===== config.mk =====
export PLATFORM = sky130hd
export DESIGN_NAME = datapath
export DESIGN_NICKNAME = d
export VERILOG_FILES = /design/src/logic/datapath_pkg.sv /design/src/logic/memif_fifo.sv /design/src/logic/fetch_stage.sv /design/src/logic/backend.sv /design/src/logic/datapath.sv
export SDC_FILE = /design/constraint.sdc
export NUM_CORES = 2
export LEC_CHECK = 0
export BUFFER_PORTS_ARGS = -buffer_cell sky130_fd_sc_hd__buf_4
export CAP_MARGIN = 0
export CORE_MARGIN = 5
export CORE_UTILIZATION = 40
export CTS_BUF_LIST = sky130_fd_sc_hd__clkbuf_4 sky130_fd_sc_hd__clkbuf_8
export DETAILED_ROUTE_END_ITERATION = 6
export MAX_ROUTING_LAYER = met4
export SETUP_SLACK_MARGIN = 0.4
export SYNTH_ARGS = -nofsm -noshare
export SYNTH_HDL_FRONTEND = slang
export SYNTH_SLANG_ARGS = --single-unit

===== constraint.sdc =====
create_clock -name clk_i -period 15.8 [get_ports clk_i]
set_input_delay 3.16 -clock clk_i [delete_from_list [all_inputs] [get_ports clk_i]]
set_output_delay 3.16 -clock clk_i [all_outputs]
set_load 0.01 [all_outputs]

===== src/logic/datapath_pkg.sv =====
package datapath_pkg;

  // --------------------
  // Widths
  // --------------------
  localparam int unsigned XLEN        = 32;
  localparam int unsigned ILEN        = 32;
  localparam int unsigned REG_IDX_LEN = 5;

  // --------------------
  // Major opcodes (RV32I subset)
  // --------------------
  localparam logic [6:0] OPC_OP_IMM = 7'b0010011;
  localparam logic [6:0] OPC_OP     = 7'b0110011;
  localparam logic [6:0] OPC_LUI    = 7'b0110111;
  localparam logic [6:0] OPC_LOAD   = 7'b0000011;
  localparam logic [6:0] OPC_STORE  = 7'b0100011;
  localparam logic [6:0] OPC_BRANCH = 7'b1100011;
  localparam logic [6:0] OPC_JAL    = 7'b1101111;

  // --------------------
  // FIFO payloads
  // --------------------
  // Fetched instruction and the PC it came from
  typedef struct packed {
    logic [ILEN-1:0] instr;
    logic [XLEN-1:0] pc;
  } fetch_entry_t;

  // Pending store, waiting for the data port
  typedef struct packed {
    logic [XLEN-1:0] addr;
    logic [XLEN-1:0] data;
  } store_entry_t;

endpackage


===== src/logic/memif_fifo.sv =====
`timescale 1ns/10ps

module memif_fifo #(
  parameter int unsigned DEPTH = 2,
  parameter type entry_t = logic [31:0],
  localparam int unsigned CNT_W = $clog2(DEPTH + 1)
) (
  input  logic             clk_i,
  input  logic             rst_n_i,
  input  logic             flush_i,
  input  logic             push_i,
  input  entry_t           data_i,
  input  logic             pop_i,
  output entry_t           data_o,
  output logic             empty_o,
  output logic             full_o,
  output logic [CNT_W-1:0] count_o
);

  localparam int unsigned PTR_W = (DEPTH > 1) ? $clog2(DEPTH) : 1;

  entry_t           mem_q [DEPTH];
  logic [PTR_W-1:0] rd_ptr_q;
  logic [PTR_W-1:0] wr_ptr_q;
  logic [CNT_W-1:0] cnt_q;
  logic             do_push;
  logic             do_pop;

  // Wrap for depths that are not a power of two
  function automatic logic [PTR_W-1:0] ptr_inc(input logic [PTR_W-1:0] ptr);
    if (ptr == PTR_W'(DEPTH - 1)) begin
      return '0;
    end
    return ptr + 1'b1;
  endfunction

  assign do_push = push_i & ~full_o;
  assign do_pop  = pop_i & ~empty_o;

  always_ff @(posedge clk_i or negedge rst_n_i) begin
    if (!rst_n_i) begin
      rd_ptr_q <= '0;
      wr_ptr_q <= '0;
      cnt_q    <= '0;
    end else if (flush_i) begin
      rd_ptr_q <= '0;
      wr_ptr_q <= '0;
      cnt_q    <= '0;
    end else begin
      if (do_push) wr_ptr_q <= ptr_inc(wr_ptr_q);
      if (do_pop) rd_ptr_q <= ptr_inc(rd_ptr_q);
      case ({do_push, do_pop})
        2'b10:   cnt_q <= cnt_q + 1'b1;
        2'b01:   cnt_q <= cnt_q - 1'b1;
        default: cnt_q <= cnt_q;
      endcase
    end
  end

  // Storage array
  always_ff @(posedge clk_i) begin
    if (do_push) mem_q[wr_ptr_q] <= data_i;
  end

  assign data_o  = mem_q[rd_ptr_q];
  assign empty_o = (cnt_q == '0);
  assign full_o  = (cnt_q == CNT_W'(DEPTH));
  assign count_o = cnt_q;

endmodule


===== src/logic/fetch_stage.sv =====
`timescale 1ns/10ps

module fetch_stage #(
  parameter logic [datapath_pkg::XLEN-1:0] BOOT_PC          = '0,
  parameter int unsigned                   MEMIF_FIFO_DEPTH = 2
) (
  input  logic                          clk_i,
  input  logic                          rst_n_i,
  // Redirect from the backend
  input  logic                          flush_i,
  input  logic [datapath_pkg::XLEN-1:0] redirect_pc_i,
  // Instruction memory
  output logic                          instr_req_o,
  input  logic                          instr_gnt_i,
  output logic [datapath_pkg::XLEN-1:0] instr_addr_o,
  input  logic                          instr_rvalid_i,
  output logic                          instr_rready_o,
  input  logic [datapath_pkg::ILEN-1:0] instr_rdata_i,
  output logic                          early_jump_mem_flush_o,
  // Issue link
  output logic                          issue_valid_o,
  input  logic                          issue_ready_i,
  output logic [datapath_pkg::ILEN-1:0] issue_instr_o,
  output logic [datapath_pkg::XLEN-1:0] issue_pc_o
);

  import datapath_pkg::*;

  localparam int unsigned CNT_W = $clog2(MEMIF_FIFO_DEPTH + 1);

  logic [XLEN-1:0]  pc_q;
  logic             started_q;
  logic [CNT_W-1:0] disc_cnt_q;
  logic             req_acc;
  logic             rsp_acc;
  logic             rsp_drop;
  logic             rsp_keep;
  logic [CNT_W-1:0] pcq_cnt;
  logic [CNT_W-1:0] fifo_cnt;
  logic [CNT_W:0]   inflight;
  logic [XLEN-1:0]  rsp_pc;
  logic             fifo_empty;
  logic             fifo_full;
  fetch_entry_t     fifo_in;
  fetch_entry_t     fifo_out;

  // --------------------
  // Request side
  // --------------------
  assign req_acc  = instr_req_o & instr_gnt_i;
  assign inflight = {1'b0, pcq_cnt} + {1'b0, fifo_cnt};

  // Room for every outstanding response, so the FIFO never overflows
  assign instr_req_o  = started_q & (inflight < (CNT_W + 1)'(MEMIF_FIFO_DEPTH));
  assign instr_addr_o = pc_q;

  always_ff @(posedge clk_i or negedge rst_n_i) begin
    if (!rst_n_i) begin
      pc_q      <= BOOT_PC;
      started_q <= 1'b0;
    end else begin
      started_q <= 1'b1;
      if (flush_i) begin
        pc_q <= redirect_pc_i;
      end else if (req_acc) begin
        pc_q <= pc_q + 32'd4;
      end
    end
  end

  // PCs of requests still waiting for their response
  memif_fifo #(
    .DEPTH  (MEMIF_FIFO_DEPTH),
    .entry_t(logic [XLEN-1:0])
  ) u_pc_queue (
    .clk_i  (clk_i),
    .rst_n_i(rst_n_i),
    .flush_i(1'b0),
    .push_i (req_acc),
    .data_i (pc_q),
    .pop_i  (rsp_acc),
    .data_o (rsp_pc),
    .empty_o(),
    .full_o (),
    .count_o(pcq_cnt)
  );

  // --------------------
  // Response side
  // --------------------
  assign instr_rready_o = ~fifo_full | (disc_cnt_q != '0);
  assign rsp_acc        = instr_rvalid_i & instr_rready_o;
  assign rsp_drop       = rsp_acc & (disc_cnt_q != '0);
  assign rsp_keep       = rsp_acc & (disc_cnt_q == '0);

  // Everything still in flight at a redirect belongs to the old path
  always_ff @(posedge clk_i or negedge rst_n_i) begin
    if (!rst_n_i) begin
      disc_cnt_q <= '0;
    end else if (flush_i) begin
      disc_cnt_q <= pcq_cnt + CNT_W'(req_acc) - CNT_W'(rsp_acc);
    end else if (rsp_drop) begin
      disc_cnt_q <= disc_cnt_q - 1'b1;
    end
  end

  assign early_jump_mem_flush_o = rsp_drop;

  assign fifo_in = '{instr: instr_rdata_i, pc: rsp_pc};

  memif_fifo #(
    .DEPTH  (MEMIF_FIFO_DEPTH),
    .entry_t(fetch_entry_t)
  ) u_memif_fifo (
    .clk_i  (clk_i),
    .rst_n_i(rst_n_i),
    .flush_i(flush_i),
    .push_i (rsp_keep),
    .data_i (fifo_in),
    .pop_i  (issue_valid_o & issue_ready_i),
    .data_o (fifo_out),
    .empty_o(fifo_empty),
    .full_o (fifo_full),
    .count_o(fifo_cnt)
  );

  assign issue_valid_o = ~fifo_empty;
  assign issue_instr_o = fifo_out.instr;
  assign issue_pc_o    = fifo_out.pc;

endmodule


===== src/logic/backend.sv =====
`timescale 1ns/10ps

module backend #(
  parameter int unsigned STORE_BUF_DEPTH = 2
) (
  input  logic                          clk_i,
  input  logic                          rst_n_i,
  // Issue link and redirect
  input  logic                          fetch_valid_i,
  output logic                          fetch_ready_o,
  input  logic [datapath_pkg::ILEN-1:0] fetch_instr_i,
  input  logic [datapath_pkg::XLEN-1:0] fetch_pc_i,
  output logic                          fetch_mis_flush_o,
  output logic [datapath_pkg::XLEN-1:0] fetch_redirect_pc_o,
  // Load port
  output logic                          mem_load_valid_o,
  input  logic                          mem_load_ready_i,
  input  logic                          mem_load_valid_i,
  output logic                          mem_load_ready_o,
  output logic [datapath_pkg::XLEN-1:0] mem_load_addr_o,
  output logic [3:0]                    mem_load_be_o,
  input  logic [datapath_pkg::XLEN-1:0] mem_load_rdata_i,
  // Store port
  output logic                          mem_store_valid_o,
  input  logic                          mem_store_ready_i,
  input  logic                          mem_store_valid_i,
  output logic                          mem_store_ready_o,
  output logic [datapath_pkg::XLEN-1:0] mem_store_addr_o,
  output logic [3:0]                    mem_store_be_o,
  output logic [datapath_pkg::XLEN-1:0] mem_store_wdata_o
);

  import datapath_pkg::*;

  typedef enum logic [1:0] {LD_IDLE, LD_REQ, LD_WAIT} ld_state_t;

  localparam int unsigned PEND_W = 3;

  logic [XLEN-1:0]        rf_q [32];
  logic [6:0]             opcode;
  logic [2:0]             funct3;
  logic [REG_IDX_LEN-1:0] rd;
  logic [REG_IDX_LEN-1:0] rs1;
  logic [REG_IDX_LEN-1:0] rs2;
  logic [XLEN-1:0]        rs1_val;
  logic [XLEN-1:0]        rs2_val;
  logic [XLEN-1:0]        imm_i;
  logic [XLEN-1:0]        imm_s;
  logic [XLEN-1:0]        imm_b;
  logic [XLEN-1:0]        imm_u;
  logic [XLEN-1:0]        imm_j;
  logic                   accept;
  logic                   is_load;
  logic                   is_store;
  logic                   taken;
  logic                   wr_rd;
  logic [XLEN-1:0]        alu_res;
  logic [XLEN-1:0]        target;
  logic                   wb_en;
  logic [REG_IDX_LEN-1:0] wb_rd;
  logic [XLEN-1:0]        wb_data;
  ld_state_t              ld_state_q;
  logic [XLEN-1:0]        ld_addr_q;
  logic [REG_IDX_LEN-1:0] ld_rd_q;
  logic                   ld_done;
  logic                   flush_q;
  logic [XLEN-1:0]        redirect_q;
  logic [PEND_W-1:0]      st_pend_q;
  logic                   st_issue;
  logic                   st_resp;
  logic                   sb_empty;
  logic                   sb_full;
  store_entry_t           sb_in;
  store_entry_t           sb_head;

  // --------------------
  // Decode
  // --------------------
  assign opcode = fetch_instr_i[6:0];
  assign rd     = fetch_instr_i[11:7];
  assign funct3 = fetch_instr_i[14:12];
  assign rs1    = fetch_instr_i[19:15];
  assign rs2    = fetch_instr_i[24:20];

  assign imm_i = {{20{fetch_instr_i[31]}}, fetch_instr_i[31:20]};
  assign imm_s = {{20{fetch_instr_i[31]}}, fetch_instr_i[31:25], fetch_instr_i[11:7]};
  assign imm_b = {{19{fetch_instr_i[31]}}, fetch_instr_i[31], fetch_instr_i[7],
                  fetch_instr_i[30:25], fetch_instr_i[11:8], 1'b0};
  assign imm_u = {fetch_instr_i[31:12], 12'b0};
  assign imm_j = {{11{fetch_instr_i[31]}}, fetch_instr_i[31], fetch_instr_i[19:12],
                  fetch_instr_i[20], fetch_instr_i[30:21], 1'b0};

  // x0 reads as zero
  assign rs1_val = (rs1 == '0) ? '0 : rf_q[rs1];
  assign rs2_val = (rs2 == '0) ? '0 : rf_q[rs2];

  assign is_load  = (opcode == OPC_LOAD);
  assign is_store = (opcode == OPC_STORE);

  // Stall while a load is busy, a redirect is pending or the store buffer is full
  assign fetch_ready_o = (ld_state_q == LD_IDLE) & ~flush_q & ~(is_store & sb_full);
  assign accept        = fetch_valid_i & fetch_ready_o;

  // --------------------
  // Execute
  // --------------------
  always_comb begin
    wr_rd   = 1'b0;
    alu_res = '0;
    taken   = 1'b0;
    target  = fetch_pc_i + imm_b;
    case (opcode)
      OPC_OP_IMM: begin
        wr_rd   = 1'b1;
        alu_res = rs1_val + imm_i;
      end
      OPC_OP: begin
        wr_rd   = 1'b1;
        alu_res = rs1_val + rs2_val;
      end
      OPC_LUI: begin
        wr_rd   = 1'b1;
        alu_res = imm_u;
      end
      // funct3[0] picks BNE over BEQ
      OPC_BRANCH: taken = (rs1_val == rs2_val) ^ funct3[0];
      OPC_JAL: begin
        wr_rd   = 1'b1;
        alu_res = fetch_pc_i + 32'd4;
        taken   = 1'b1;
        target  = fetch_pc_i + imm_j;
      end
      default: ;
    endcase
  end

  always_ff @(posedge clk_i or negedge rst_n_i) begin
    if (!rst_n_i) begin
      flush_q <= 1'b0;
    end else begin
      flush_q <= accept & taken;
    end
  end

  always_ff @(posedge clk_i) begin
    redirect_q <= target;
  end

  assign fetch_mis_flush_o   = flush_q;
  assign fetch_redirect_pc_o = redirect_q;

  // --------------------
  // Writeback
  // --------------------
  assign wb_en   = ld_done | (accept & wr_rd);
  assign wb_rd   = ld_done ? ld_rd_q : rd;
  assign wb_data = ld_done ? mem_load_rdata_i : alu_res;

  always_ff @(posedge clk_i) begin
    if (wb_en && (wb_rd != '0)) rf_q[wb_rd] <= wb_data;
  end

  // --------------------
  // Load sequencing
  // --------------------
  assign ld_done = (ld_state_q == LD_WAIT) & mem_load_valid_i & mem_load_ready_o;

  always_ff @(posedge clk_i or negedge rst_n_i) begin
    if (!rst_n_i) begin
      ld_state_q <= LD_IDLE;
    end else begin
      case (ld_state_q)
        LD_IDLE: if (accept && is_load) ld_state_q <= LD_REQ;
        LD_REQ:  if (mem_load_valid_o && mem_load_ready_i) ld_state_q <= LD_WAIT;
        LD_WAIT: if (ld_done) ld_state_q <= LD_IDLE;
        default: ld_state_q <= LD_IDLE;
      endcase
    end
  end

  always_ff @(posedge clk_i) begin
    if (accept && is_load) begin
      ld_addr_q <= rs1_val + imm_i;
      ld_rd_q   <= rd;
    end
  end

  // Earlier stores must be written before the load goes out
  assign mem_load_valid_o = (ld_state_q == LD_REQ) & sb_empty & (st_pend_q == '0);
  assign mem_load_ready_o = 1'b1;
  assign mem_load_addr_o  = ld_addr_q;
  assign mem_load_be_o    = 4'hf;

  // --------------------
  // Store buffer
  // --------------------
  assign sb_in = '{addr: rs1_val + imm_s, data: rs2_val};

  memif_fifo #(
    .DEPTH  (STORE_BUF_DEPTH),
    .entry_t(store_entry_t)
  ) u_store_buf (
    .clk_i  (clk_i),
    .rst_n_i(rst_n_i),
    .flush_i(1'b0),
    .push_i (accept & is_store),
    .data_i (sb_in),
    .pop_i  (st_issue),
    .data_o (sb_head),
    .empty_o(sb_empty),
    .full_o (sb_full),
    .count_o()
  );

  assign mem_store_valid_o = ~sb_empty;
  assign mem_store_ready_o = 1'b1;
  assign mem_store_addr_o  = sb_head.addr;
  assign mem_store_wdata_o = sb_head.data;
  assign mem_store_be_o    = 4'hf;

  assign st_issue = mem_store_valid_o & mem_store_ready_i;
  assign st_resp  = mem_store_valid_i & mem_store_ready_o;

  // Granted stores whose write has not completed yet
  always_ff @(posedge clk_i or negedge rst_n_i) begin
    if (!rst_n_i) begin
      st_pend_q <= '0;
    end else begin
      case ({st_issue, st_resp})
        2'b10:   st_pend_q <= st_pend_q + 1'b1;
        2'b01:   st_pend_q <= st_pend_q - 1'b1;
        default: st_pend_q <= st_pend_q;
      endcase
    end
  end

endmodule


===== src/logic/datapath.sv =====
`timescale 1ns/10ps

module datapath #(
  parameter logic [datapath_pkg::XLEN-1:0] BOOT_PC                = '0,
  parameter int unsigned                   FETCH_MEMIF_FIFO_DEPTH = 2,
  parameter int unsigned                   STORE_BUF_DEPTH        = 2
) (
  input  logic                          clk_i,
  input  logic                          rst_n_i,
  output logic                          mem_flush_o,
  // Instruction memory
  output logic                          instr_req_o,
  input  logic                          instr_gnt_i,
  input  logic                          instr_rvalid_i,
  output logic                          instr_rready_o,
  output logic [datapath_pkg::XLEN-1:0] instr_addr_o,
  input  logic [datapath_pkg::ILEN-1:0] instr_rdata_i,
  // --------------------
  // Data memory
  // --------------------
  output logic                          data_load_req_o,
  input  logic                          data_load_gnt_i,
  input  logic                          data_load_rvalid_i,
  output logic                          data_load_rready_o,
  output logic [datapath_pkg::XLEN-1:0] data_load_addr_o,
  output logic [3:0]                    data_load_be_o,
  input  logic [datapath_pkg::XLEN-1:0] data_load_rdata_i,
  output logic                          data_store_req_o,
  input  logic                          data_store_gnt_i,
  input  logic                          data_store_rvalid_i,
  output logic                          data_store_rready_o,
  output logic [datapath_pkg::XLEN-1:0] data_store_addr_o,
  output logic [3:0]                    data_store_be_o,
  output logic [datapath_pkg::XLEN-1:0] data_store_wdata_o
);

  import datapath_pkg::*;

  // Fetch to backend
  logic            fe_be_valid;
  logic            be_fe_ready;
  logic [ILEN-1:0] fe_be_instr;
  logic [XLEN-1:0] fe_be_pc;
  logic            be_fe_mis_flush;
  logic [XLEN-1:0] be_fe_redirect_pc;
  logic            early_jump_mem_flush;

  fetch_stage #(
    .BOOT_PC         (BOOT_PC),
    .MEMIF_FIFO_DEPTH(FETCH_MEMIF_FIFO_DEPTH)
  ) u_fetch_stage (
    .clk_i                 (clk_i),
    .rst_n_i               (rst_n_i),
    .flush_i               (be_fe_mis_flush),
    .redirect_pc_i         (be_fe_redirect_pc),
    .instr_req_o           (instr_req_o),
    .instr_gnt_i           (instr_gnt_i),
    .instr_addr_o          (instr_addr_o),
    .instr_rvalid_i        (instr_rvalid_i),
    .instr_rready_o        (instr_rready_o),
    .instr_rdata_i         (instr_rdata_i),
    .early_jump_mem_flush_o(early_jump_mem_flush),
    .issue_valid_o         (fe_be_valid),
    .issue_ready_i         (be_fe_ready),
    .issue_instr_o         (fe_be_instr),
    .issue_pc_o            (fe_be_pc)
  );

  backend #(
    .STORE_BUF_DEPTH(STORE_BUF_DEPTH)
  ) u_backend (
    .clk_i              (clk_i),
    .rst_n_i            (rst_n_i),
    .fetch_valid_i      (fe_be_valid),
    .fetch_ready_o      (be_fe_ready),
    .fetch_instr_i      (fe_be_instr),
    .fetch_pc_i         (fe_be_pc),
    .fetch_mis_flush_o  (be_fe_mis_flush),
    .fetch_redirect_pc_o(be_fe_redirect_pc),
    .mem_load_valid_o   (data_load_req_o),
    .mem_load_ready_i   (data_load_gnt_i),
    .mem_load_valid_i   (data_load_rvalid_i),
    .mem_load_ready_o   (data_load_rready_o),
    .mem_load_addr_o    (data_load_addr_o),
    .mem_load_be_o      (data_load_be_o),
    .mem_load_rdata_i   (data_load_rdata_i),
    .mem_store_valid_o  (data_store_req_o),
    .mem_store_ready_i  (data_store_gnt_i),
    .mem_store_valid_i  (data_store_rvalid_i),
    .mem_store_ready_o  (data_store_rready_o),
    .mem_store_addr_o   (data_store_addr_o),
    .mem_store_be_o     (data_store_be_o),
    .mem_store_wdata_o  (data_store_wdata_o)
  );

  // Taken redirect or discarded fetch responses
  assign mem_flush_o = be_fe_mis_flush | early_jump_mem_flush;

endmodule


== Yosys cells after proc, flatten, opt, wreduce, memory -nomap -nowiden ==
Memory sizes are Yosys's and may differ from the RTL's.
Index checks and enable logic that the tools add are counted.

* Logic and storage cells: 188
* Memories kept: 4
* Output and inout port bits: 143
* Bits of input ports: 72
* RAM bits: 1344
* Bits in registers: 122

* Mux-type cells: 59
* Add/subtract/negate cells: 25
* $lt $le $gt $ge: 1
* Reductions and logical operators: 23
* Bitwise logic cells: 34
* Equality and inequality tests: 24

{| class="wikitable"
|+ Memories
! name !! depth !! width !! rd ports !! clocked after memory_dff !! write ports !! line !! source
|-
| u_backend.rf_q || 32 || 32 || 2 || 0 || 1 || backend.sv:39 || <nowiki>logic [XLEN-1:0] rf_q [32];</nowiki>
|-
| u_backend.u_store_buf.mem_q || 2 || 64 || 1 || 0 || 1 || memif_fifo.sv:22 || <nowiki>entry_t mem_q [DEPTH];</nowiki>
|-
| u_fetch_stage.u_memif_fifo.mem_q || 2 || 64 || 1 || 0 || 1 || memif_fifo.sv:22 ||
|-
| u_fetch_stage.u_pc_queue.mem_q || 2 || 32 || 1 || 0 || 1 || memif_fifo.sv:22 ||
|}

{| class="wikitable"
|+ Operators with widths
! cell !! number
|-
| 32-bit two-way mux || 6
|-
| 32-bit adder || 5
|-
| 32-bit case mux with 4 select lines || 1
|-
| 32-bit by 3-bit adder with 32-bit output, second input constant || 2
|-
| 1-bit two-way mux || 39
|-
| 32-bit == test || 1
|-
| 1-bit AND || 22
|-
| 7-bit by 6-bit == test with 1-bit output, second input constant || 3
|-
| 2-bit == test, second input constant || 8
|-
| 2-bit nonzero test || 8
|-
| 7-bit == test, second input constant || 2
|-
| 2-bit two-way mux || 6
|-
| 2-bit case mux with 2 select lines || 3
|-
| 2-bit by 1-bit == test with 1-bit output, second input constant || 5
|-
| 2-bit logical NOT || 5
|-
| 5-bit logical NOT || 2
|-
| 1-bit inverter || 8
|-
| 2-bit by 1-bit subtractor with 2-bit output, second input constant || 4
|-
| 7-bit by 2-bit == test with 1-bit output, second input constant || 1
|-
| 7-bit by 5-bit == test with 1-bit output, second input constant || 1
|-
| 1-bit adder, second input constant || 6
|-
| 2-bit by 1-bit adder with 2-bit output, second input constant || 3
|-
| 2-bit case mux with 3 select lines || 1
|-
| 3-bit case mux with 2 select lines || 1
|-
| other kinds (18) || 23
|}

== Logic depth before layout (Yosys ltp) ==
An unclocked memory read counts as a cell.

* Depth in word-level cells: 12
* Gate-level depth with buffers: 30

== Modules after synthesis ==
A second synthesis with hierarchy kept.

* Cell total of the unflattened synthesis: 4238
* Area total of the unflattened synthesis: 71307.1 um^2

{| class="wikitable"
|+ By module, submodules not included
! module !! times used !! area an instance (um^2) !! seq. area each (um^2) !! cells an instance
|-
| backend || 1 || 57023.4 || 32651.3 || 3444
|-
| memif_fifo (u_backend.u_store_buf ...) || 2 || 4824.6 || 3943.8 || 224
|-
| memif_fifo (u_fetch_stage.u_pc_queue) || 1 || 2514.9 || 2021.9 || 124
|-
| fetch_stage || 1 || 2113.3 || 875.8 || 221
|-
| datapath || 1 || 6.3 || 0.0 || 1
|}

== Worst setup path before layout ==
OpenSTA, ideal clock, no wires.

* Path kind: reg2reg
* From: reg u_fetch_stage.u_memif_fifo.rd_ptr_q
* To: mem u_backend.rf_q[0][25] (data pin)
* Required time: 15346 ps
* Buffers on the path: 9
* Data arrival time: 6658 ps
* Setup slack: 8688 ps
* Stages on the path, launching flop included: 23
* Library setup time: 454 ps
* Cells stage by stage: dfrtp_1 -> buf_4 -> mux2i_1 -> buf_4 -> buf_6 -> buf_4 -> buf_2 -> buf_2 -> buf_1 -> clkbuf_1 -> mux4_2 -> o2111ai_1 -> o21ai_0 -> ha_1 -> clkbuf_1 -> nand4_1 -> o21ai_0 -> inv_1 -> o21ai_0 -> a21oi_1 -> o311ai_0 -> nor3_1 -> o21ai_0

* Longest elaborated chain between the ends: 6
* Elaborated cells between the ends (all ways): 15

{| class="wikitable"
|+ RTL lines
! what !! line !! source
|-
| start, declared || memif_fifo.sv:23 || <nowiki>logic [PTR_W-1:0] rd_ptr_q;</nowiki>
|-
| start signal, assigned || memif_fifo.sv:51 || <nowiki>if (do_pop) rd_ptr_q <= ptr_inc(rd_ptr_q);</nowiki>
|-
| memory 2 x 64 bit * || - ||
|-
| memory 32 x 32 bit (tied with other cells) || - ||
|-
| 32-bit two-way mux, on equally long branches || backend.sv:94, backend.sv:95 ||
|-
| 32-bit adder, on equally long branches || backend.sv:119, backend.sv:115 ||
|-
| 32-bit case mux with 4 select lines * || backend.sv:112 || <nowiki>case (opcode)</nowiki>
|-
| 32-bit two-way mux * || backend.sv:157 || <nowiki>assign wb_data = ld_done ? mem_load_rdata_i : alu_res;</nowiki>
|-
| via u_backend.wb_data[25] || backend.sv:61 || <nowiki>logic [XLEN-1:0] wb_data;</nowiki>
|-
| end, declared || backend.sv:39 ||
|}

Mark *: on every way through the listed nets, which the timed path passes. The rest lies on a longest branch.

== Worst setup path after layout ==
* From: reg u_fetch_stage.u_memif_fifo.rd_ptr_q
* To: mem u_backend.rf_q[6][31] (data pin)

* Longest elaborated chain between the ends: 6
* Elaborated cells between the ends (all ways): 15

{| class="wikitable"
|+ RTL lines
! what !! line !! source
|-
| memory 2 x 64 bit * || - ||
|-
| memory 32 x 32 bit / 5-bit logical NOT (equally long branches) || - ||
|-
| 32-bit two-way mux * || backend.sv:95 || <nowiki>assign rs2_val = (rs2 == '0) ? '0 : rf_q[rs2];</nowiki>
|-
| via u_backend.rs2_val[16] || backend.sv:46 || <nowiki>logic [XLEN-1:0] rs2_val;</nowiki>
|-
| 32-bit adder * || backend.sv:119 || <nowiki>alu_res = rs1_val + rs2_val;</nowiki>
|-
| 32-bit case mux with 4 select lines * || backend.sv:112 ||
|-
| 32-bit two-way mux * || backend.sv:157 ||
|-
| via u_backend.wb_data[31] || backend.sv:61 ||
|}

Marked as above.

==> results_dict.tcl <==
set metrics [dict create \
    critPathKind "flop to flop" \
    overflow 0 \
    stdcell_count 8898 \
    cp_data_required_time_ps 16380 \
    fin_crit_ps 8880 \
    ys_warn_count 0 \
    drtIter0Drc 8098 \
    syn_area_sq_um 73100 \
    worst_slew_pin_slew_ps 1410 \
    startpoint_type "flop" \
    rsz0062_at_grt "false" \
    ys_ff_latch 1464 \
    dr.pass1.iters 7 \
    ys_types 102 \
    drive_above_1_share 0.189 \
    min_period_over_period 0.562 \
    via_per_inst 6.28 \
    gp_congestion 0.994 \
    grt_pass1_wl_um 392000 \
    synth_top_area_frac 0.567 \
    syn_avg_cell_area_sq_um 12.0 \
    maxCapViolCount 0 \
    seq_area_frac_synth 0.593 \
    slew_viol_final 0 \
    track_usage 0.292 \
    synthTopCellsByArea "edfxtp_1 (57%), mux4_2 (7.1%), nand2_1 (6.8%)" \
    dp_hpwl_um 171000 \
    synthTopCellsByCount "edfxtp_1 (1379), nand2_1 (1327), nand3_1 (448)" \
    crit_arrival_ps 9470 \
    io_buffers 204 \
    clockBufferDepth 3 \
    htreeDepth 4 \
    dp.cells 8444 \
    path_max_fanout 97 \
    post-synth-top-count-cell "edfxtp_1" \
    leakagePower_uw 0.0291 \
    postCtsHoldBufs 0 \
    synth_edf_count 1379 \
    async_reset_ff_frac 0.0362 \
    synth_cells 6108 \
    hold_violations 0 \
    start_util 0.403 \
    insertion_delay_ps 1040 \
    post_cts_buffers 0 \
    violations "design-rule violations" \
    grt_max_degree 162 \
    fp.dieH_um 437 \
    powerDensity_nw_per_um2 213 \
    grt_pass1_vias 53312 \
    regArea_sq_um 43400 \
    yosys.area.top_type "edfxtp_1" \
    r2r_start "u_fetch_stage.u_memif_fifo.rd_ptr_q$_DFFE_PN0P_" \
    die-area_sq_um 191000 \
    min-delay-path-class "flop to flop" \
    setup_viol 0 \
    ios 215 \
    area_growth_pct 13.5 \
    nFillCells 16184 \
    cts_tree "yes" \
    worst_slew_margin_rel 0.0622 \
    fin_skew_ps 107 \
    worst_ir_drop_vdd_mv 0.131 \
    path_clk_slew_ps 70 \
    cts_buffers 241 \
    die_w_um 437 \
    cts_resized 0 \
    antenna_found_initial 12 \
    hp-start "u_backend.fetch_redirect_pc_o[2]$_DFF_P_" \
    multi_input_area_sq_um 28300 \
    num_vias 55915 \
    fmax_mhz 113 \
    cp-startpoint "u_fetch_stage.u_memif_fifo.rd_ptr_q$_DFFE_PN0P_" \
    tns_ps 0 \
    layout.nets 6494 \
    cp-end-kind "flop" \
    rows 156 \
    status "finished with violations" \
    drc 6 \
    wl_per_cell_um 31.6 \
    core_area_sq_um 181000 \
    drt_wl_total_um 282000 \
    clock_sinks 1464 \
    antenna_left 0 \
    synthFlopType "edfxtp_1" \
    cts_root_buf "clkbuf_8" \
]
## cells in the final DEF (no fill, tap or decap), types with 68 or more instances in the layout
cell type,instances
mux4_2,232
a21oi_1,282
o21ai_0,163
inv_1,87
xor2_1,68
clkbuf_4,87
o22ai_1,82
and3_1,92
nand3_1,448
nor2_1,166
mux2_2,128
edfxtp_1,1379
buf_4,342
nand2_1,1325
ha_1,102
clkbuf_8,254
xnor2_1,128
a31oi_1,101
## metrics by stage
stage | utilization | hold WS, ps | total power, uW | instance area, sq um | setup WS, ps
after floorplan | - | 414 | 10500 | 73200 | 8690
after global placement | 0.429 | 422 | 13900 | 77800 | 7320
after detailed placement | 0.429 | 429 | 13900 | 77800 | 7260
after CTS | 0.457 | 409 | 17500 | 83000 | 7220
after global routing | 0.458 | 418 | 18300 | 83000 | 6530
final | 0.458 | 421 | 17700 | 83000 | 6920
## logic make-up (layout without fill, tap and decap cells)
family | Yosys count | after routing | share of synthesized area
XOR/XNOR | 196 | 196 | 0.0235
adder cells (fa/ha/maj) | 109 | 109 | 0.0189
flip-flops | 1464 | 1464 | 0.593
other | 2 | 51 | 0.000103
AND/OR/NAND/NOR | 2324 | 2324 | 0.139
AO/OA/AOI/OAI | 1084 | 1084 | 0.0978
buffers and inverters | 513 | 884 | 0.0282
multiplexers | 416 | 416 | 0.0992
## flip-flops by register name, indices dropped and copies added (netlist names), 3 cells and up
signal                            cells
u_backend.fetch_redirect_pc_o        32
u_backend.ld_rd_q                     5
u_backend.mem_load_addr_o            32
u_backend.rf_q                     1022
u_backend.st_pend_q                   3
u_backend.u_store_buf.mem_q         128
u_fetch_stage.instr_addr_o           32
u_fetch_stage.u_memif_fifo.mem_q    128
u_fetch_stage.u_pc_queue.mem_q       64
## area by class of cell
class / count / share of cell area
timing repair buffer: 350 / 0.0329
clock inverter: 103 / 0.0124
clock buffer: 341 / 0.0500
sequential: 1464 / 0.523
inverter: 90 / 0.00416
tap: 2370 / 0.0357
antenna: 10 / 0.000302
multi-input combinational: 4170 / 0.342
## worst max-delay path, stage by stage (launching register included)
cell     delay [ps]
dfrtp_4         810
mux2i_4         400
buf_4           640
buf_12          490
buf_4           760
and3_1          270
a31oi_1          40
o22ai_1         220
a31oi_1         110
a21oi_1         570
nor2_1          360
ha_1            470
a21o_1          190
a21o_1          170
a21oi_1         170
o21ai_0         140
a221o_1         380
a21o_1          210
a21oi_1         140
o21ai_0         100
a21oi_1         220
xor2_1          100
o21a_1          190
a21oi_2        1050
## layer usage
layer,part of all wire,wire length [um],vias up,GRT usage
li1,-,-,23480,-
met1,0.39,111000,27991,0.386
met2,0.44,124000,3666,0.429
met3,0.11,30500,778,0.0646
met4,0.059,16500,0,0.145
met5,0,0,-,-
## report_power, final
| group | internal, uW | leakage (uW) | switching (uW) | total [uW] |
|---|---|---|---|---|
| logic | 2880 | 0.0127 | 6320 | 9190 |
| clock network | 1940 | 0.00272 | 1630 | 3570 |
| registers | 4740 | 0.0137 | 184 | 4930 |
## final timing paths
| check | cells past startpoint | slack (ps) | endpoint |
|---|---|---|---|
| worst min register to register | 2 | 420 | u_fetch_stage.instr_addr_o[2]$_DFFE_PN0N_ |
| worst max-delay path | 23 | 6920 | u_backend.rf_q[6][31]$_DFFE_PP_ |
| worst min-delay path | 2 | 420 | u_fetch_stage.instr_addr_o[2]$_DFFE_PN0N_ |
| max in group asynchronous | 1 | 12920 | u_backend.fetch_mis_flush_o$_DFF_PN0_ |
| min in group asynchronous | 1 | 2270 | u_fetch_stage.u_memif_fifo.rd_ptr_q$_DFFE_PN0P_ |
| worst max register to register | 23 | 6920 | u_backend.rf_q[6][31]$_DFFE_PP_ |
(Power assumes the default switching activity.)
